### config.mk
export PLATFORM = sky130hd
export DESIGN_NAME = vec_delay
export DESIGN_NICKNAME = d
export VERILOG_FILES = /design/src/common/vec_norm_pkg.sv /design/src/verilog/vec_delay.sv
export SDC_FILE = /design/constraint.sdc
export NUM_CORES = 1
export LEC_CHECK = 0
export BUFFER_PORTS_ARGS = -buffer_cell sky130_fd_sc_hd__buf_2
export CAP_MARGIN = 20
export CORE_AREA = 2 2 261 160
export DETAILED_ROUTE_END_ITERATION = 8
export DIE_AREA = 0 0 263 162
export GPL_TIMING_DRIVEN = 0
export HOLD_SLACK_MARGIN = 0.1
export PLACE_DENSITY = 0.6
export SYNTH_ARGS = -nofsm -noshare
export SYNTH_HDL_FRONTEND = slang
export SYNTH_SLANG_ARGS = --single-unit
### constraint.sdc
create_clock -name clk -period 1.6 [get_ports clk]
set_input_delay 0.32 -clock clk [delete_from_list [all_inputs] [get_ports clk]]
set_output_delay 0.32 -clock clk [all_outputs]
set_load 0.01 [all_outputs]
### src/common/vec_norm_pkg.sv
`default_nettype none

package vec_norm_pkg;

    // signed Q8.24 scalar
    // 8 integer bits incl. sign, 24 fraction bits
    typedef logic signed [31:0] fixed_t;

    // one 3-D vector, x in the top word
    typedef struct packed {
        fixed_t x;
        fixed_t y;
        fixed_t z;
    } vec3_t;

    // vector plus its degenerate flag
    // carried through the delay line beside the magnitude path
    typedef struct packed {
        vec3_t vec;
        logic  degenerate;
    } vec_tagged_t;

    // number of fraction bits in the Q8.24 format
    localparam int FRAC_BITS = 24;

    // 1.0 in Q8.24
    localparam fixed_t FP_ONE = 32'sh0100_0000;

    // degenerate threshold on the sum of squares, 2^-8
    // also the lowest leading-one position the inverse sqrt handles
    localparam fixed_t MIN_MAG_SQ = 32'sh0001_0000;

    // Q8.24 multiply
    // full 64-bit signed product, then drop the extra fraction bits
    // plain truncation toward minus infinity, no rounding
    function automatic fixed_t fp_mul(
        input fixed_t a,
        input fixed_t b
    );
        logic signed [63:0] prod;
        prod = a * b;
        // keep bits [FRAC_BITS+31:FRAC_BITS]
        return fixed_t'(prod >>> FRAC_BITS);
    endfunction

endpackage

`default_nettype wire

### src/verilog/vec_delay.sv
`timescale 1ns/1ps
`default_nettype none

module vec_delay (
    input  logic                       clk,
    input  logic                       rst,
    input  logic                       in_valid,
    input  vec_norm_pkg::vec_tagged_t  in_tagged,
    output vec_norm_pkg::vec_tagged_t  out_tagged
);

    // matches the inv_sqrt latency
    localparam int DEPTH = 3;

    vec_norm_pkg::vec_tagged_t stage_q [0:DEPTH-1];
    // valid beside each stage but the last
    logic [DEPTH-2:0]          valid_q;

    always_ff @(posedge clk or negedge rst) begin
        if (!rst) begin
            valid_q <= '0;
            for (int i = 0; i < DEPTH; i++) begin
                stage_q[i] <= '0;
            end
        end else begin
            valid_q <= {valid_q[DEPTH-3:0], in_valid};
            // stage loads only under its own valid
            // keeps the wide word quiet on idle cycles
            if (in_valid) begin
                stage_q[0] <= in_tagged;
            end
            for (int i = 1; i < DEPTH; i++) begin
                if (valid_q[i-1]) begin
                    stage_q[i] <= stage_q[i-1];
                end
            end
        end
    end

    assign out_tagged = stage_q[DEPTH-1];

endmodule

`default_nettype wire

==> impl_metrics.yaml, run 1 <==
detailed_routing:
  drt_drc_violations_left: 0
  first_pass_iters: 4
  postRouteAntennaNets: 0
  wl_per_cell_um: 15.8
  avgViaCountPerCell: 4.11
  num_vias: 6569
  drt_iter0_markers: 218
  totalWireLength_mm: 25.3
floorplanning:
  coreArea_um2: 40100
  initial_core_util: 0.298
  rows: 57
  io_pins: 197
  die_w_um: 263
  dieArea_um2: 42600
  dieHeight_um: 162
setup_path:
  cpLargestDelayFamily: "flip-flops"
  startpoint_type: "flop"
  ff2ff_setup_slack_ps: 250
  cp_slowest_cell: "dfrtp_1"
  slowest_delay_ps: 380
  cp_max_fo: 2
  crit_arrival_ps: 1240
  criticalPathCategory: "reg2out"
  crit_chain: "buf_4 > buf_4"
  crit_buf_inv: 2
  cp-end-kind: "output pin"
  required_ps: 1280
  critPathMostFrequentCell: "buf_4"
logic_synthesis:
  ys_seq_area_frac: 0.614
  syn_nets: 814
  ys_seq_elements: 293
  synth_area_um2: 11900
  synth.distinct_cells: 6
  yosysTopAreaCellShare: 0.614
  synth.avg_cell_area_um2: 16.7
  synth_area_leaders: "dfrtp_1 (61%), mux2_2 (19%), mux2_4 (11%)"
  yosysMostFrequentCell: "dfrtp_1"
  ys_warn_count: 0
  netlist_instances: 714
  async_flop_share: 1.00
  synth_common_cells: "dfrtp_1 (293), mux2_2 (201), buf_4 (97), mux2_4 (90), buf_2 (18)"
  synth_top_area_cell: "dfrtp_1"
  synth_edf_count: 0
  synth_flop_cell: "dfrtp_1"
outcome:
  outcome: "finished, final reports clean"
timing:
  hold_ws_ps: 318
  hold_viol_final: 0
  timing.final.crit_share: 0.975
  maxSlewViolCount: 0
  fin_ws_ps: 40.6
  min_period_ps: 1560
  setup_viol: 0
  worst_pin_slew_ps: 611
  finalClockSkew_ps: 14.6
  setup_tns_ps: 0
  slew_headroom: 0.592
  max_freq_ghz: 0.641
placement:
  numPortBuffers: 196
  place_ws_ps: 149
  post-dp-hpwl_mm: 16.4
  gp_congestion: 0.701
power:
  power.leakage_nw: 7.39
  irDropWorstVdd_v: 0.000705
  p_per_area_nw_per_um2: 1290
  finalPower_mw: 20.5
global_route:
  grt_max_degree: 119
  antenna_found_initial: 0
  grt_pass1_vias: 7222
  grt_overflow: 0
  grt_pass1_wl_mm: 40.9
  grtUsageTotal: 0.121
cts:
  clock_latency_ps: 580
  clock_path_buffers: 3
  numCtsBuffers: 31
  clkSinkCount: 293
  cts_tree: "built"
  htreeDepth: 1
  root_buffer: "clkbuf_16"
  clk_pin_slew_ps: 70
cells_and_area:
  fin_util: 0.395
  drive_gt1_frac: 0.631
  area_growth_pct: 32.6
  final_nets: 1144
  diodes: 0
run:
  maxCapViolCount: 0
min_path:
  hold_class: "in2async"
[worst paths after layout]
kind,from,endpoint,depth (start not counted)
setup reg to reg,valid_q[0],stage_q[166],4
hold reg to reg,valid_q[0],valid_q[1],0
hold / removal,rst,out_tagged[95],2
setup / recovery,out_tagged[33],out_tagged[33],2
max in group asynchronous,rst,stage_q[228],3
min in group clk,valid_q[0],valid_q[1],0
[where the power goes]
part | switching, mW | internal, mW
Clock | 3.22 | 4.46
Sequential | 0.578 | 8.51
Combinational | 1.31 | 2.39
Total | 5.11 | 15.4
[placed cells by master, fill, tap and decap left out, drive strengths merged]
master,synthesis,layout
buf,130,328
mux2,291,291
bufinv,0,4
clkinv,0,8
inv,0,6
clkbuf,0,38
dfrtp,293,293
clkinvlp,0,2
dlygate4sd3,0,99
[registers in the layout, indices dropped and copies added (netlist names)]
register / cells
valid_q: 2
stage_q: 194
out_tagged: 97
[layout make-up]
class                   instances  area, µm²
fillers                      3791      24300
well taps                     531        664
clock buffers                  38        852
multi-input cells             291       3610
clock inverters                20        228
flip-flops and latches        293       7330
repair buffers                300       2160
plain buffers                 127        968
[repair_timing]
item,4_1_cts,5_1_grt
hold buffers,99,0
buffers inserted,0,3
endpoints found under the setup margin,4,18
hold endpoints to repair,171,0
resized for setup,5,20
[layer usage]
metal  routed length, µm  part of all wire  track usage  up-vias
met5                   0                 0            0        -
met2               11600              0.46        0.194      121
met3                1340             0.053       0.0334       40
li1                    -                 -            -     3042
met1               11700              0.46        0.164     3366
met4                 578             0.023       0.0262        0
[per-stage QoR]
stage	cell area [µm²]	std cells
3_3_place_gp	13600	1441
5_1_grt	15800	1600
3_5_place_dp	13600	1443
6_report	15800	1600
4_1_cts	15700	1600
2_1_floorplan	11900	714
[cells by family after synthesis]
| logic type | count (synthesis) | share of synthesized area |
|---|---|---|
| buffers and inverters | 130 | 0.0827 |
| flip-flops | 293 | 0.614 |
| multiplexers | 291 | 0.303 |
Power figures use the tool's default switching activity.
==> inputs of run 2 (changes only) <==
--- a/config.mk
+++ b/config.mk
@@ -8,10 +8,12 @@
 export BUFFER_PORTS_ARGS = -buffer_cell sky130_fd_sc_hd__buf_2
 export CAP_MARGIN = 20
 export CORE_AREA = 2 2 261 160
+export CTS_BUF_LIST = sky130_fd_sc_hd__clkbuf_16
 export DETAILED_ROUTE_END_ITERATION = 8
 export DIE_AREA = 0 0 263 162
 export GPL_TIMING_DRIVEN = 0
 export HOLD_SLACK_MARGIN = 0.1
+export MAX_ROUTING_LAYER = met4
 export PLACE_DENSITY = 0.6
 export SYNTH_ARGS = -nofsm -noshare
 export SYNTH_HDL_FRONTEND = slang
==> run 2 against run 1 <==
Effect of this change: sequential cell count unchanged; register-to-register slack about the same; fmax rose by 0.71%; global-route usage rose by 0.33 points; hold slack worse by 8.5 ps; power fell by 1.3%; sequential power about the same; sequential share of layout area is 0.11 points higher; utilization down 0.094 points; final area decreased by 0.24%; critical path type unchanged; setup slack gained 11 ps; die area unchanged.
==> impl_metrics.yaml, run 2 (synthesized netlist as in run 1, its figures left out) <==
timing:
  hold_viol_final: 0
  max_freq_ghz: 0.646
  worst_pin_slew_ps: 607
  hold_ws_ps: 309
  timing.final.crit_share: 0.968
  finalClockSkew_ps: 14.8
  setup_viol: 0
  maxSlewViolCount: 0
  setup_tns_ps: 0
  slew_headroom: 0.595
  min_period_ps: 1550
placement:
  gp_congestion: 0.709
  post-dp-hpwl_mm: 16.4
  numPortBuffers: 196
  postPlaceCellArea_um2: 13600
power:
  internal_power_mw: 15.1
  power_frac_clock: 0.367
  irDropWorstVdd_v: 0.000707
  switching_share: 0.252
  power.share.combinational: 0.183
  p_sw_mw: 5.09
  power.leakage_nw: 7.38
  p_per_area_nw_per_um2: 1280
  seqPwrFrac: 0.450
cells_and_area:
  nFillCells: 3794
  final_cell_mix: "dfrtp_1 (293), mux2_2 (201), buf_2 (193), buf_4 (99), dlygate4sd3_1 (99)"
  final_common_cell: "dfrtp_1"
  design_area_um2: 15800
  diodes: 0
  area_growth_pct: 32.2
  final_nets: 1144
  fin_util: 0.394
  top_register: "stage_q"
  drive_gt1_frac: 0.627
  largest_register_ffs: 194
global_route:
  grt_pass1_wl_mm: 40.8
  grtUsageTotal: 0.124
  grtUsageMet1: 0.165
  grt_use_met3: 0.0324
  globalRoute.busiestLayer: "met2"
  grt_overflow: 0
  grt_pass1_vias: 7206
  antenna_found_initial: 0
  use_met2: 0.192
  grt_max_degree: 119
setup_path:
  ff2ff_setup_slack_ps: 250
  cp_max_fo: 2
  criticalPathCategory: "reg2out"
  required_ps: 1280
  startpoint_type: "flop"
  cp-end-kind: "output pin"
  crit_arrival_ps: 1230
detailed_routing:
  postRouteAntennaNets: 0
  drt_iter0_markers: 240
  first_pass_iters: 4
  wl_per_cell_um: 15.7
  totalWireLength_mm: 25.2
  num_vias: 6570
  drt_drc_violations_left: 0
  avgViaCountPerCell: 4.11
outcome:
  outcome: "finished, final reports clean"
cts:
  htreeDepth: 1
  clk_pin_slew_ps: 70
  clock_latency_ps: 580
  cts_tree: "built"
  root_buffer: "clkbuf_16"
  clkSinkCount: 293
  numCtsBuffers: 31
  clock_path_buffers: 3
floorplanning:
  initial_core_util: 0.298
  die_w_um: 263
  coreArea_um2: 40100
  dieArea_um2: 42600
  io_pins: 197
  dieHeight_um: 162
  rows: 57
min_path:
  hold_class: "in2async"
run:
  maxCapViolCount: 0
-- run 2: cell type report --
| cell class | instances | area (µm²) | share of cell area |
|---|---|---|---|
| Multi-Input combinational cell | 291 | 3610 | 0.229 |
| Clock buffer | 31 | 776 | 0.0492 |
| Clock inverter | 27 | 254 | 0.0161 |
| Tap cell | 531 | 664 | 0.0421 |
| Sequential cell | 293 | 7330 | 0.465 |
| Timing Repair Buffer | 300 | 2170 | 0.138 |
| Buffer | 127 | 968 | 0.0614 |
-- run 2: path summary, 6_finish.rpt --
check	startpoint	endpoint	cells after the start
max	out_tagged[85]	out_tagged[85]	2
min	rst	out_tagged[95]	2
max reg2reg	valid_q[0]	stage_q[180]	4
min reg2reg	valid_q[0]	valid_q[1]	0
max in group asynchronous	rst	stage_q[237]	3
min in group clk	valid_q[0]	valid_q[1]	0
-- run 2: worst max-delay path: stages (launching register included) --
cell,delay (ps)
dfrtp_1,390
buf_4,140
buf_2,130
-- run 2: power by group through the flow --
stage                     Combinational, mW  Clock, mW  Sequential (mW)
final                                  3.71       7.42             9.09
after global placement                 3.38          0             9.18
after floorplan                        2.40          0             9.02
after detailed placement               3.44          0             9.23
after global routing                   4.01       8.04             9.25
after CTS                              3.67       7.70             9.09
-- run 2: repair_timing --
action | 4_1_cts | 5_1_grt
hold buffers | 99 | 0
hold endpoints to repair | 171 | 0
gates resized for setup | 3 | 26
setup buffers | 0 | 3
setup endpoints to repair | 2 | 21
-- run 2: through the flow --
stage	instances	total power, mW	setup slack [ps]
floorplan	714	11.4	426
global placement	1441	12.6	-5390
detailed placement	1443	12.7	149
CTS	1600	20.5	0.493
global route	1600	21.3	-2.03
finish	1600	20.2	51.5
-- run 2: layer usage --
| metal | wire length (µm) | share of wire |
|---|---|---|
| met4 | 562 | 0.022 |
| met3 | 1320 | 0.052 |
| met5 | 0 | 0 |
| met1 | 11800 | 0.47 |
| met2 | 11500 | 0.46 |
==> inputs of run 3 (changes only) <==
--- a/config.mk
+++ b/config.mk
@@ -5,16 +5,18 @@
 export SDC_FILE = /design/constraint.sdc
 export NUM_CORES = 1
 export LEC_CHECK = 0
+export ABC_AREA = 1
 export BUFFER_PORTS_ARGS = -buffer_cell sky130_fd_sc_hd__buf_2
 export CAP_MARGIN = 20
-export CORE_AREA = 2 2 261 160
+export CORE_AREA = 2 2 259 159
 export CTS_BUF_LIST = sky130_fd_sc_hd__clkbuf_16
 export DETAILED_ROUTE_END_ITERATION = 8
-export DIE_AREA = 0 0 263 162
+export DIE_AREA = 0 0 261 161
 export GPL_TIMING_DRIVEN = 0
 export HOLD_SLACK_MARGIN = 0.1
 export MAX_ROUTING_LAYER = met4
 export PLACE_DENSITY = 0.6
+export SKIP_CTS_REPAIR_TIMING = 1
 export SYNTH_ARGS = -nofsm -noshare
 export SYNTH_HDL_FRONTEND = slang
 export SYNTH_SLANG_ARGS = --single-unit
==> run 3 against run 2 <==
Effect of this change: non-clock buffer count rose by 31; sequential power fell by 4.6%; critical path depth did not move; critical endpoint is now out_tagged[58].
==> impl_metrics.yaml, run 3 <==
outcome:
  outcome: "finished, final reports clean"
cells_and_area:
  fin_util: 0.388
  nFillCells: 4055
  final_nets: 1760
  instances_no_fill: 2210
  final_cell_mix: "nand2_1 (873), dfrtp_1 (293), buf_2 (232), buf_4 (105), dlygate4sd3_1 (99)"
  largest_register_ffs: 194
  final_common_cell: "nand2_1"
  top_register: "stage_q"
  drive_gt1_frac: 0.237
  area_growth_pct: 31.1
cts:
  cts_tree: "built"
  root_buffer: "clkbuf_16"
  htreeDepth: 1
  clock_latency_ps: 550
  numCtsBuffers: 31
  clock_path_buffers: 3
  clk_pin_slew_ps: 60
  clkSinkCount: 293
setup_path:
  startpoint_type: "flop"
  criticalPathCategory: "reg2out"
  cp-end-kind: "output pin"
  cp_max_fo: 2
  ff2ff_setup_slack_ps: 330
  required_ps: 1280
  crit_buf_inv: 2
  cpLargestDelayFamily: "flip-flops"
  crit_arrival_ps: 1210
  cp_slowest_cell: "dfrtp_1"
  slowest_delay_ps: 390
  crit_chain: "buf_4 > buf_2"
logic_synthesis:
  synth.avg_cell_area_um2: 8.85
  netlist_instances: 1329
  syn_nets: 1429
  yosysTopAreaCellShare: 0.623
  synth_area_um2: 11800
  ys_warn_count: 0
  synth_top_area_cell: "dfrtp_1"
  synth_edf_count: 0
  yosysMostFrequentCell: "nand2_1"
  synth_flop_cell: "dfrtp_1"
  synth.distinct_cells: 8
  ys_seq_area_frac: 0.623
  synth_area_leaders: "dfrtp_1 (62%), nand2_1 (28%), buf_4 (6.6%)"
  synth_common_cells: "nand2_1 (873), dfrtp_1 (293), buf_4 (104), buf_2 (37), buf_6 (14)"
  async_flop_share: 1.00
  ys_seq_elements: 293
power:
  p_per_area_nw_per_um2: 1180
  seqPwrFrac: 0.478
  power.leakage_nw: 8.69
  internal_power_mw: 13.4
  irDropWorstVdd_v: 0.000625
  switching_share: 0.260
  power.share.combinational: 0.143
  power_frac_clock: 0.378
  p_sw_mw: 4.72
detailed_routing:
  wl_per_cell_um: 13.9
  avgViaCountPerCell: 4.12
  totalWireLength_mm: 30.8
  first_pass_iters: 7
  drt_drc_violations_left: 0
  postRouteAntennaNets: 0
  num_vias: 9101
  drt_iter0_markers: 684
min_path:
  hold_class: "reg2reg"
floorplanning:
  coreArea_um2: 39800
  dieArea_um2: 42000
  io_pins: 197
  dieHeight_um: 161
  die_w_um: 261
  initial_core_util: 0.296
  rows: 57
timing:
  timing.final.crit_share: 0.959
  worst_pin_slew_ps: 688
  setup_viol: 0
  slew_headroom: 0.542
  maxSlewViolCount: 0
  hold_viol_final: 0
  hold_ws_ps: 380
  rsz0062_at_grt: "false"
  fin_ws_ps: 65.9
  finalClockSkew_ps: 9.01
  min_period_ps: 1530
  max_freq_ghz: 0.652
placement:
  numPortBuffers: 196
  post-dp-hpwl_mm: 21.1
  gp_congestion: 0.787
  dp_cells: 2058
  place_ws_ps: 151
global_route:
  grt_pass1_vias: 8459
  grtUsageTotal: 0.143
  antenna_found_initial: 1
  grt_pass1_wl_mm: 46.2
  grt_max_degree: 106
  grt_overflow: 0
run:
  maxCapViolCount: 0
run 3: cell count changes in the layout (fill, tap and decap cells not counted), moves of 2 or more:
cell	previous run	this run
mux2_2	201	0
buf_2	193	232
inv_6	6	0
buf_6	33	14
clkbuf_1	0	5
nand2_1	0	873
mux2_4	90	0
inv_4	0	2
buf_4	99	105
clkinv_1	5	7
clkinv_2	8	4
run 3: path summary, 6_finish.rpt:
path	from	to	cells after the start
hold reg to reg	valid_q[0]	valid_q[1]	0
setup reg to reg	valid_q[0]	stage_q[175]	6
hold / removal	valid_q[0]	valid_q[1]	0
setup / recovery	out_tagged[58]	out_tagged[58]	2
max in group asynchronous	rst	stage_q[103]	3
min in group asynchronous	rst	stage_q[234]	2
run 3: worst register-to-register path, cell delays in order (launching register included):
cell and delay [ps]:
dfrtp_1 370, buf_4 200, inv_4 150, buf_6 180
buf_6 170, nand2_1 70, nand2_1 60
run 3: kinds of logic (layout without fill, tap and decap cells):
logic type             after synthesis  count (layout)  synth area share
flip-flops                         293             293             0.623
buffers and inverters              163             512            0.0985
other                                0               1                 0
AND/OR/NAND/NOR                    873             873             0.278
run 3: layout make-up:
cell class,instances,area (µm²),share of cell area
inverters,3,16.3,0.00105
well taps,531,664,0.0431
flip-flops and latches,293,7330,0.475
clock inverters,20,171,0.0111
plain buffers,160,1140,0.0741
diodes,1,2.50,0.000162
repair buffers,298,2040,0.133
multi-input cells,873,3280,0.212
clock buffers,31,776,0.0503
run 3: layer usage:
metal	part of all wire	vias to the layer above	GRT usage
met1	0.48	4312	0.208
met3	0.042	53	0.0235
li1	-	4576	-
met4	0.018	0	0.0325
met2	0.46	160	0.211
met5	0	-	-
run 3: power groups by stage:
stage               Clock, mW  Sequential (mW)  Combinational [mW]
floorplan                   0             8.65                1.51
global placement            0             8.76                2.40
detailed placement          0             8.78                2.46
CTS                      7.05             8.66                2.46
global route             7.42             8.76                2.92
finish                   6.86             8.67                2.60
run 3: per-stage QoR:
stage	total power [mW]	setup TNS, ps	cell area (µm²)
after global placement	11.2	-1534240	13400
after CTS	18.2	0	14400
final	18.1	0	15400
after global routing	19.1	0	15400
after detailed placement	11.2	0	13500
after floorplan	10.2	0	11800
